$ cat config.mk
export PLATFORM = sky130hd
export DESIGN_NAME = keyboard_console_io_flat
export DESIGN_NICKNAME = d
export VERILOG_FILES = /design/src/board_pkg.sv /design/src/sys_bus_if.sv /design/src/keyboard_console_io.sv /design/src/ps2_receiver.sv /design/src/flat_wrapper.sv
export VERILOG_INCLUDE_DIRS = /design/src
export SDC_FILE = /design/constraint.sdc
export NUM_CORES = 1
export LEC_CHECK = 0
export ABC_AREA = 1
export BUFFER_PORTS_ARGS = -buffer_cell sky130_fd_sc_hd__buf_2
export CAP_MARGIN = 20
export CORE_MARGIN = 1.5
export CORE_UTILIZATION = 45
export DETAILED_ROUTE_END_ITERATION = 6
export GPL_TIMING_DRIVEN = 0
export PLACE_DENSITY = 0.8
export SLEW_MARGIN = 20
export SYNTH_ARGS = -nofsm -noshare
export SYNTH_HDL_FRONTEND = slang
export SYNTH_SLANG_ARGS = --single-unit
$ cat constraint.sdc
create_clock -name clk_50 -period 2.7 [get_ports clk_50]
set_input_delay 0.27 -clock clk_50 [delete_from_list [all_inputs] [get_ports clk_50]]
set_output_delay 0.27 -clock clk_50 [all_outputs]
set_load 0.05 [all_outputs]
$ cat src/board_macros.svh
`ifndef BOARD_MACROS_SVH
`define BOARD_MACROS_SVH

// Boot region, read-only, byte addresses
`define ROM_BASE 32'h0000_0000
`define ROM_SIZE 32'h0000_1000

// Writable RAM region
`define RAM_BASE 32'h0000_1000
`define RAM_SIZE 32'h0000_2000

// Depth of the on-chip memory in 32-bit words
`define MEM_WORDS 3072

// Memory-mapped keyboard and console registers
`define KEY_ADDR 32'h0000_3000
`define CONSOLE_ADDR 32'h0000_3004

// PS/2 release prefix
`define PS2_BREAK 8'hF0

`endif

$ cat src/board_pkg.sv
package board_pkg;

    // Bus address and data, 64 bits wide
    typedef logic [63:0] addr_t;
    typedef logic [63:0] data_t;

    // One on-chip memory word
    typedef logic [31:0] word_t;

    // Raw PS/2 scan code
    typedef logic [7:0] scan_t;

    // Decoded character
    typedef logic [7:0] ascii_t;

    // PS/2 frame receiver states
    // Start bit seen in idle, then eight data bits, parity, stop
    typedef enum logic [1:0] {
        ps2_idle,
        ps2_data,
        ps2_parity,
        ps2_stop
    } ps2_state_t;

endpackage

$ cat src/sys_bus_if.sv
`timescale 1ns/1ps

interface sys_bus_if;

    // Request side of the board bus
    board_pkg::addr_t address;
    board_pkg::data_t write_data;
    logic             write_enable;
    logic             read_enable;

    // CPU side drives the request
    modport master (
        output address,
        output write_data,
        output write_enable,
        output read_enable
    );

    // Memory and IO blocks only observe it
    modport responder (
        input address,
        input write_data,
        input write_enable,
        input read_enable
    );

endinterface

$ cat src/keyboard_console_io.sv
`timescale 1ns/1ps
`include "board_macros.svh"

module keyboard_console_io (
    input  logic              clk_50,
    input  logic              rst_n,
    sys_bus_if.responder      bus,
    input  logic              ps2_clk,
    input  logic              ps2_dat,
    input  logic              irq_ack,
    output logic              irq,
    output board_pkg::ascii_t console_char,
    output logic              console_valid,
    output logic              hit,
    output board_pkg::data_t  rd_data
);

    board_pkg::scan_t  scan;
    board_pkg::ascii_t key_ascii;
    board_pkg::ascii_t last_char;
    logic              key_pressed;
    logic              key_released;
    logic              known_press;
    logic              console_wr;
    logic              console_wr_d;

    ps2_receiver rx_i (
        .clk_50       (clk_50),
        .rst_n        (rst_n),
        .ps2_clk      (ps2_clk),
        .ps2_dat      (ps2_dat),
        .scan         (scan),
        .key_pressed  (key_pressed),
        .key_released (key_released)
    );

    // Set 2 scan codes to lower-case ASCII
    // Anything else decodes to zero and is ignored
    always_comb begin
        case (scan)
            8'h1C: key_ascii = "a";
            8'h32: key_ascii = "b";
            8'h21: key_ascii = "c";
            8'h23: key_ascii = "d";
            8'h24: key_ascii = "e";
            8'h2B: key_ascii = "f";
            8'h34: key_ascii = "g";
            8'h33: key_ascii = "h";
            8'h43: key_ascii = "i";
            8'h3B: key_ascii = "j";
            8'h42: key_ascii = "k";
            8'h4B: key_ascii = "l";
            8'h3A: key_ascii = "m";
            8'h31: key_ascii = "n";
            8'h44: key_ascii = "o";
            8'h4D: key_ascii = "p";
            8'h15: key_ascii = "q";
            8'h2D: key_ascii = "r";
            8'h1B: key_ascii = "s";
            8'h2C: key_ascii = "t";
            8'h3C: key_ascii = "u";
            8'h2A: key_ascii = "v";
            8'h1D: key_ascii = "w";
            8'h22: key_ascii = "x";
            8'h35: key_ascii = "y";
            8'h1A: key_ascii = "z";
            8'h45: key_ascii = "0";
            8'h16: key_ascii = "1";
            8'h1E: key_ascii = "2";
            8'h26: key_ascii = "3";
            8'h25: key_ascii = "4";
            8'h2E: key_ascii = "5";
            8'h36: key_ascii = "6";
            8'h3D: key_ascii = "7";
            8'h3E: key_ascii = "8";
            8'h46: key_ascii = "9";
            default: key_ascii = 8'h00;
        endcase
    end

    // Releases never raise an interrupt
    assign known_press = key_pressed && !key_released && (key_ascii != 8'h00);
    assign console_wr  = bus.write_enable
                         && (bus.address == board_pkg::addr_t'(`CONSOLE_ADDR));

    always_ff @(posedge clk_50 or negedge rst_n) begin
        if (!rst_n) begin
            irq           <= 1'b0;
            last_char     <= '0;
            hit           <= 1'b0;
            console_wr_d  <= 1'b0;
            console_valid <= 1'b0;
        end else begin
            if (known_press) begin
                last_char <= key_ascii;
            end
            // Acknowledge beats a press in the same cycle
            if (irq_ack) begin
                irq <= 1'b0;
            end else if (known_press) begin
                irq <= 1'b1;
            end
            hit <= bus.read_enable && (bus.address == board_pkg::addr_t'(`KEY_ADDR));
            // Rising edge of a console write, one strobe per burst
            console_wr_d  <= console_wr;
            console_valid <= console_wr && !console_wr_d;
        end
    end

    always_ff @(posedge clk_50) begin
        rd_data <= {56'd0, last_char};
        if (console_wr && !console_wr_d) begin
            console_char <= bus.write_data[7:0];
        end
    end

endmodule

$ cat src/ps2_receiver.sv
`timescale 1ns/1ps
`include "board_macros.svh"

module ps2_receiver (
    input  logic             clk_50,
    input  logic             rst_n,
    input  logic             ps2_clk,
    input  logic             ps2_dat,
    output board_pkg::scan_t scan,
    output logic             key_pressed,
    output logic             key_released
);

    // Two-flop synchronizers on the pins
    logic [1:0] clk_sync;
    logic [1:0] dat_sync;
    // Last synchronized clock level
    logic       clk_prev;
    logic       clk_fall;
    logic       frame_ok;

    board_pkg::ps2_state_t state;
    logic [2:0]            bit_cnt;
    board_pkg::scan_t      shift_reg;
    logic                  parity_bit;
    // Set after an F0 prefix
    logic                  break_armed;

    always_ff @(posedge clk_50 or negedge rst_n) begin
        if (!rst_n) begin
            // Idle bus level is high
            clk_sync <= 2'b11;
            dat_sync <= 2'b11;
            clk_prev <= 1'b1;
        end else begin
            clk_sync <= {clk_sync[0], ps2_clk};
            dat_sync <= {dat_sync[0], ps2_dat};
            clk_prev <= clk_sync[1];
        end
    end

    // Device changes data on rising edge, sample on falling
    assign clk_fall = clk_prev && !clk_sync[1];

    // Stop high and odd parity over data plus parity bit
    assign frame_ok = dat_sync[1] && (^{shift_reg, parity_bit});

    // Frame FSM, advances once per PS/2 clock
    always_ff @(posedge clk_50 or negedge rst_n) begin
        if (!rst_n) begin
            state        <= board_pkg::ps2_idle;
            bit_cnt      <= '0;
            break_armed  <= 1'b0;
            key_pressed  <= 1'b0;
            key_released <= 1'b0;
        end else begin
            // Strobes last one cycle
            key_pressed  <= 1'b0;
            key_released <= 1'b0;
            if (clk_fall) begin
                case (state)
                    board_pkg::ps2_idle: begin
                        // Start bit is low
                        if (!dat_sync[1]) begin
                            state   <= board_pkg::ps2_data;
                            bit_cnt <= '0;
                        end
                    end
                    board_pkg::ps2_data: begin
                        bit_cnt <= bit_cnt + 3'd1;
                        if (bit_cnt == 3'd7) begin
                            state <= board_pkg::ps2_parity;
                        end
                    end
                    board_pkg::ps2_parity: begin
                        state <= board_pkg::ps2_stop;
                    end
                    board_pkg::ps2_stop: begin
                        state <= board_pkg::ps2_idle;
                        // Bad frames fall through with no strobe
                        if (frame_ok) begin
                            if (shift_reg == `PS2_BREAK) begin
                                break_armed <= 1'b1;
                            end else if (break_armed) begin
                                break_armed  <= 1'b0;
                                key_released <= 1'b1;
                            end else begin
                                key_pressed <= 1'b1;
                            end
                        end
                    end
                    default: state <= board_pkg::ps2_idle;
                endcase
            end
        end
    end

    // Data bits arrive LSB first
    always_ff @(posedge clk_50) begin
        if (clk_fall && state == board_pkg::ps2_data) begin
            shift_reg <= {dat_sync[1], shift_reg[7:1]};
        end
        if (clk_fall && state == board_pkg::ps2_parity) begin
            parity_bit <= dat_sync[1];
        end
        // Code published together with its strobe
        if (clk_fall && state == board_pkg::ps2_stop && frame_ok && shift_reg != `PS2_BREAK) begin
            scan <= shift_reg;
        end
    end

endmodule

$ cat src/flat_wrapper.sv
// flat-port wrapper written by rule: the top's interface ports become plain ports
module keyboard_console_io_flat 
  (clk_50, rst_n, ps2_clk, ps2_dat, irq_ack, irq, console_char, console_valid, hit, rd_data, bus_address, bus_write_data, bus_write_enable, bus_read_enable);
  sys_bus_if bus_i ();
  input  logic clk_50;
  input  logic rst_n;
  input  logic ps2_clk;
  input  logic ps2_dat;
  input  logic irq_ack;
  output logic irq;
  output board_pkg::ascii_t console_char;
  output logic console_valid;
  output logic hit;
  output board_pkg::data_t rd_data;
  input wire logic [$bits(bus_i.address)-1:0] bus_address;
  input wire logic [$bits(bus_i.write_data)-1:0] bus_write_data;
  input wire logic [$bits(bus_i.write_enable)-1:0] bus_write_enable;
  input wire logic [$bits(bus_i.read_enable)-1:0] bus_read_enable;
  assign bus_i.address = bus_address;
  assign bus_i.write_data = bus_write_data;
  assign bus_i.write_enable = bus_write_enable;
  assign bus_i.read_enable = bus_read_enable;
  keyboard_console_io u_core (.clk_50(clk_50), .rst_n(rst_n), .bus(bus_i), .ps2_clk(ps2_clk), .ps2_dat(ps2_dat), .irq_ack(irq_ack), .irq(irq), .console_char(console_char), .console_valid(console_valid), .hit(hit), .rd_data(rd_data));
endmodule
==> flow_metrics.env, run 1 <==
export IMPL_die_y_um=93.1
export IMPL_cts_sinks=63
export IMPL_core_area_um2=7810
export IMPL_dp_hpwl_mm=6.60
export IMPL_cts_reportedPaths_clkPinSlew_ps=70
export IMPL_synth_edf_count=25
export IMPL_cts_root_buf="clkbuf_8"
export IMPL_cts_tree="built"
export IMPL_worstSetupPathType="register to register"
export IMPL_ys_flop_type="edfxtp_1"
export IMPL_rsz0062_at_grt="true"
export IMPL_overflow=0
export IMPL_crit_chain="nor2_2 -> inv_1 -> nand2_2 -> nand2_1 -> nand2_1 -> nand2_2 -> nand2_2 -> nand2_2 -> nand2_4 -> nand3_4 -> buf_8 -> nand2_2 -> nand2_4 -> buf_4 -> nand2_1 -> nand2_1 -> nand2_1 -> nand3_1 -> nand3_1 -> nand2_1 -> nand2_1 -> nand2_1"
export IMPL_track_usage_pct=20.0
export IMPL_max_slew_worst_pin_slew_ps=691
export IMPL_vdd_drop_max_uv=361
export IMPL_synth_simple_area_share_pct=29.7
export IMPL_synth_top_area_cell="edfxtp_1"
export IMPL_drtPass1Iterations=5
export IMPL_period_share_pct=99.4
export IMPL_drive_above_1_share_pct=44.4
export IMPL_async_reset_ff_share_pct=38.1
export IMPL_layout_commonest_cell="nand2_1"
export IMPL_grt_pass1_vias=3219
export IMPL_fin_skew_ps=8.02
export IMPL_antenna_found_initial=0
export IMPL_synth_adder_area_share_pct=4.11
export IMPL_synth_area_leaders="edfxtp_1 (21%), nand2_1 (14%), dfrtp_1 (13%)"
export IMPL_leakagePower_nw=2.78
export IMPL_cts_made_buffers=9
export IMPL_hold_viol=0
export IMPL_crit_slowest_cell="edfxtp_1"
export IMPL_drt_wl_total_mm=9.41
export IMPL_syn_area_per_cell_um2=8.28
export IMPL_io_pins=210
export IMPL_grt_pass1_wl_mm=13.7
export IMPL_die_w_um=93.1
export IMPL_muxShareOfSynthArea_pct=0
export IMPL_synth_top_area_share_pct=20.5
export IMPL_diodes=0
export IMPL_p_total_mw=2.84
export IMPL_wl_per_cell_um=12.5
export IMPL_hp_class="input port to register"
export IMPL_synth_xor_area_share_pct=0.240
export IMPL_place_ws_ps=-172
export IMPL_area_growth_pct=44.1
export IMPL_grt_max_degree=25
export IMPL_rows=32
export IMPL_period_minus_slack_ps=2680
export IMPL_yosys_warnings=0
export IMPL_worstPathMaxFanout=7
export IMPL_io_buffers=96
export IMPL_ant_nets=0
export IMPL_worst_slack_ps=15.8
export IMPL_critical_path_startpoint_type="register"
export IMPL_htreeDepth=3
export IMPL_nets=791
export IMPL_finalSetupViolCount=0
export IMPL_netlist_area_um2=3650
export IMPL_drc=0
export IMPL_synth_ff_latch_count=63
export IMPL_cap_viol_max_count=0
export IMPL_synth_top_family_by_area="simple AND/OR/NAND/NOR gates"
export IMPL_vias=3588
export IMPL_ctsLongestPathBuffers=2
export IMPL_drtIter0Drc=232
export IMPL_ys_seq_area_share_pct=44.8
export IMPL_synthCells=441
export IMPL_synth_compound_area_share_pct=4.32
export IMPL_viasPerCell=4.78
export IMPL_clock_fmax_ghz=0.373
export IMPL_endpoint_kind="register"
export IMPL_final_cell_mix="nand2_1 (106), buf_2 (98), buf_4 (93)"
export IMPL_slew_viol_final=0
export IMPL_required_ps=2930
export IMPL_max_slew_margin_rel_pct=53.8
export IMPL_cpPeakStageDelay_ps=480
export IMPL_crit_path_frequent_cell="nand2_1"
export IMPL_clock_latency_ps=340
export IMPL_worstPathArrival_ps=2920
export IMPL_fillers=599
export IMPL_dieArea_um2=8670
export IMPL_outcome="complete, no violations"
export IMPL_p_per_area_nw_per_um2=539
export IMPL_gp_congestion=0.896
export IMPL_synth_cell_types=35
export IMPL_initial_core_util_pct=46.8
final timing paths:
| kind | to | slack [ps] | cells past startpoint | start |
|---|---|---|---|---|
| worst max-delay path | register | 20 | 22 | u_core.rx_i.shift_reg[5]$_DFFE_PP_ |
| worst min-delay path | u_core.rx_i.clk_sync[0]$_DFF_PN1_ | 30 | 1 | ps2_clk |
| worst max register to register | register | 20 | 22 | u_core.rx_i.shift_reg[5]$_DFFE_PP_ |
| worst min register to register | u_core.rx_i.clk_sync[1]$_DFF_PN1_ | 360 | 0 | u_core.rx_i.clk_sync[0]$_DFF_PN1_ |
| max in group asynchronous | u_core.rx_i.dat_sync[0]$_DFF_PN1_ | 1870 | 2 | rst_n |
| min in group asynchronous | u_core.last_char[1]$_DFFE_PN0P_ | 450 | 2 | rst_n |
critical path: cells and delay by family, from the launching register on:
kind | cells | cell delay [ps]
buffers and inverters | 3 | 420
and+or+nand+nor | 19 | 1670
DFF | 1 | 480
routing by layer:
layer	up-vias	GRT usage, %	share of wire (%)
li1	1751	-	-
met5	-	0	0
met2	197	36.6	52
met4	0	6.19	2.4
met3	31	6.67	8.6
met1	1609	21.6	37
cells by family (layout without fill, tap and decap cells):
family	after synthesis	in the layout
AOI/OAI and AO/OA	26	26
xor gates and xnor gates	1	1
adders and majority gates	12	12
buffers and inverters	102	254
DFF	63	63
other	1	57
and+or+nand+nor	236	236
stage by stage:
stage	std cells	area [um2]	util (%)	hold slack, ps	setup TNS (ps)
2_1_floorplan	497	3860	-	-25.6	0
3_3_place_gp	695	4470	57.3	272	-2550
3_5_place_dp	696	4480	57.4	286	-372
4_1_cts	718	4730	60.6	2.71	0
5_1_grt	751	5270	67.5	14.1	-656
6_report	751	5270	67.5	29.5	0
final cells by class:
| cell class | count | area (um2) | share of cell area [%] |
|---|---|---|---|
| tap | 102 | 128 | 2.42 |
| inverter | 41 | 158 | 2.99 |
| clock buffer | 10 | 128 | 2.42 |
| multi-input combinational | 332 | 1890 | 35.9 |
| timing repair buffer | 136 | 806 | 15.3 |
| sequential | 63 | 1640 | 31.1 |
| clock inverter | 6 | 61.3 | 1.16 |
| buffer | 61 | 459 | 8.72 |
synthesized netlist by cell type, types with 10 or more instances:
cell      number
dfxtp_1       14
inv_1         37
nor4_1        15
nand2_2       10
buf_4         58
edfxtp_1      25
nand3_1       31
ha_1          12
nand4_1       13
nand2_1      132
o21ai_0       11
nor2_1        18
dfrtp_1       19
power by group:
group | total (mW) | switching [mW] | internal, mW
registers | 1.16 | 0.0618 | 1.09
logic | 0.905 | 0.583 | 0.322
clock network | 0.779 | 0.356 | 0.423
total | 2.84 | 1.00 | 1.84
repair_timing:
| item | 4_1_cts | 5_1_grt |
|---|---|---|
| endpoints found under the setup margin | 7 | 7 |
| hold buffers | 1 | 0 |
| gates resized for setup | 3 | 64 |
| cloned | 0 | 1 |
| buffers inserted | 5 | 32 |
| pin swaps | 0 | 31 |
| hold endpoints to repair | 19 | 0 |
No activity file was read; power rests on OpenSTA's default activity.
==> run 2: changes to the inputs <==
--- a/config.mk
+++ b/config.mk
@@ -10,10 +10,10 @@
 export BUFFER_PORTS_ARGS = -buffer_cell sky130_fd_sc_hd__buf_2
 export CAP_MARGIN = 20
 export CORE_MARGIN = 1.5
-export CORE_UTILIZATION = 45
+export CORE_UTILIZATION = 35
 export DETAILED_ROUTE_END_ITERATION = 6
 export GPL_TIMING_DRIVEN = 0
-export PLACE_DENSITY = 0.8
+export PLACE_DENSITY = 0.64
 export SLEW_MARGIN = 20
 export SYNTH_ARGS = -nofsm -noshare
 export SYNTH_HDL_FRONTEND = slang
==> flow_metrics.env, run 2 (synthesis results as in run 1) <==
export IMPL_hold_viol=0
export IMPL_dieArea_um2=11100
export IMPL_regArea_um2=1640
export IMPL_fillers=915
export IMPL_cts_made_buffers=9
export IMPL_clock_latency_ps=340
export IMPL_period_minus_slack_ps=2610
export IMPL_worstSetupPathType="register to register"
export IMPL_required_ps=2930
export IMPL_final_cell_mix="nand2_1 (104), buf_4 (104), buf_2 (98)"
export IMPL_fin_util_pct=52.6
export IMPL_vdd_drop_max_uv=255
export IMPL_period_share_pct=96.6
export IMPL_cts_reportedPaths_clkPinSlew_ps=70
export IMPL_cpPeakStageDelay_ps=480
export IMPL_drtPass1Iterations=4
export IMPL_htreeDepth=3
export IMPL_io_buffers=96
export IMPL_max_slew_worst_pin_slew_ps=668
export IMPL_hp_class="input port to register"
export IMPL_drive_above_1_share_pct=46.5
export IMPL_io_pins=210
export IMPL_die_w_um=105
export IMPL_leakagePower_nw=2.80
export IMPL_track_usage_pct=15.3
export IMPL_initial_core_util_pct=35.7
export IMPL_ant_nets=0
export IMPL_viasPerCell=4.45
export IMPL_p_total_mw=2.75
export IMPL_crit_chain="nand2_2 -> inv_2 -> nor2_4 -> nand2_1 -> nand2_1 -> nand2_2 -> nand2_2 -> nand2_2 -> nand2_4 -> nand3_4 -> buf_8 -> nand2_4 -> nand2_8 -> ha_4 -> nand2_4 -> nand3_1 -> nand3_1 -> nand2_1 -> nand2_1 -> nand2_1 -> nand2_1 -> nand2_1"
export IMPL_cap_viol_max_count=0
export IMPL_tns_ps=0
export IMPL_antenna_found_initial=0
export IMPL_slew_viol_final=0
export IMPL_fin_skew_ps=7.72
export IMPL_p_per_area_nw_per_um2=510
export IMPL_wl_per_cell_um=11.6
export IMPL_max_slew_margin_rel_pct=55.3
export IMPL_critical_path_startpoint_type="register"
export IMPL_diodes=0
export IMPL_cts_root_buf="clkbuf_8"
export IMPL_drtIter0Drc=346
export IMPL_gp_congestion=0.883
export IMPL_crit_path_frequent_cell="nand2_1"
export IMPL_area_growth_pct=47.3
export IMPL_grt_pass1_vias=3222
export IMPL_hold_ws_ps=31.0
export IMPL_cts_tree="built"
export IMPL_drt_wl_total_mm=9.25
export IMPL_crit_slowest_cell="edfxtp_1"
export IMPL_core_area_um2=10200
export IMPL_worstPathMaxFanout=8
export IMPL_endpoint_kind="register"
export IMPL_outcome="complete, no violations"
export IMPL_drc=0
export IMPL_die_y_um=105
export IMPL_vias=3530
export IMPL_clock_fmax_ghz=0.384
export IMPL_dp_hpwl_mm=6.43
export IMPL_ctsLongestPathBuffers=2
export IMPL_startpoint="u_core.rx_i.shift_reg[1]$_DFFE_PP_"
export IMPL_rsz0062_at_grt="true"
export IMPL_nets=800
export IMPL_rr_startpoint="u_core.rx_i.shift_reg[1]$_DFFE_PP_"
export IMPL_worstPathArrival_ps=2830
export IMPL_grt_pass1_wl_mm=13.9
export IMPL_grt_max_degree=25
export IMPL_cts_sinks=63
export IMPL_rows=37
export IMPL_overflow=0
export IMPL_finalSetupViolCount=0
export IMPL_hold_start="ps2_clk"
export IMPL_multiInputGateArea_um2=1940
run 2: cell count changes in the layout (fill, tap and decap cells not counted), moves of 3 or more:
| cell | change |
|---|---|
| buf_4 | +11 |
| inv_1 | -4 |
| inv_2 | +3 |
| nand3_1 | -3 |
run 2: through the flow:
stage / std cells / worst slack, ps / cell area (um2)
final: 794 / 92.9 / 5380
after CTS: 756 / 3.16 / 4770
after detailed placement: 730 / -63.4 / 4530
after floorplan: 497 / 345 / 3860
after global routing: 794 / -108 / 5380
after global placement: 729 / -105 / 4510
run 2: critical path, delay by kind of cell (launching register included):
family                   cells  cell delay (ps)
AND/OR/NAND/NOR             19             1590
adder cells (fa/ha/maj)      1              180
flip-flops                   1              480
buffers and inverters        2              230
run 2: worst paths after layout:
path	end	slack [ps]	cells past startpoint
worst max-delay path	register	90	22
worst min-delay path	u_core.rx_i.clk_sync[0]$_DFF_PN1_	30	1
worst max register to register	register	90	22
worst min register to register	u_core.rx_i.clk_sync[1]$_DFF_PN1_	360	0
max in group asynchronous	u_core.rx_i.clk_sync[0]$_DFF_PN1_	1860	2
min in group asynchronous	u_core.rx_i.break_armed$_DFFE_PN0P_	460	2
run 2: final cells by class:
class | instances | area share (%)
repair buffers | 145 | 15.8
inverters | 41 | 3.00
clock buffers | 10 | 2.37
well taps | 136 | 3.16
multi-input cells | 332 | 36.0
flip-flops and latches | 63 | 30.4
clock inverters | 6 | 0.651
plain buffers | 61 | 8.53
run 2: power breakdown:
part | internal [mW] | switching, mW
clock | 0.328 | 0.361
combinational | 0.327 | 0.581
sequential | 1.09 | 0.0546
run 2: per-layer routing:
metal  routed length (um)  vias to the layer above  track usage [%]
met2                 4500                      170             25.6
met5                    0                        -                0
met1                 3880                     1580             19.2
li1                     -                     1760                -
met3                  694                       20             5.12
met4                  167                        0             3.13
run 2: repair_timing:
action,in CTS,in global routing
pin swaps,0,38
endpoints found under the setup margin,5,7
gates cloned,0,0
buffers inserted,9,38
hold buffers,1,0
resized for setup,2,79
endpoints found under the hold margin,19,0
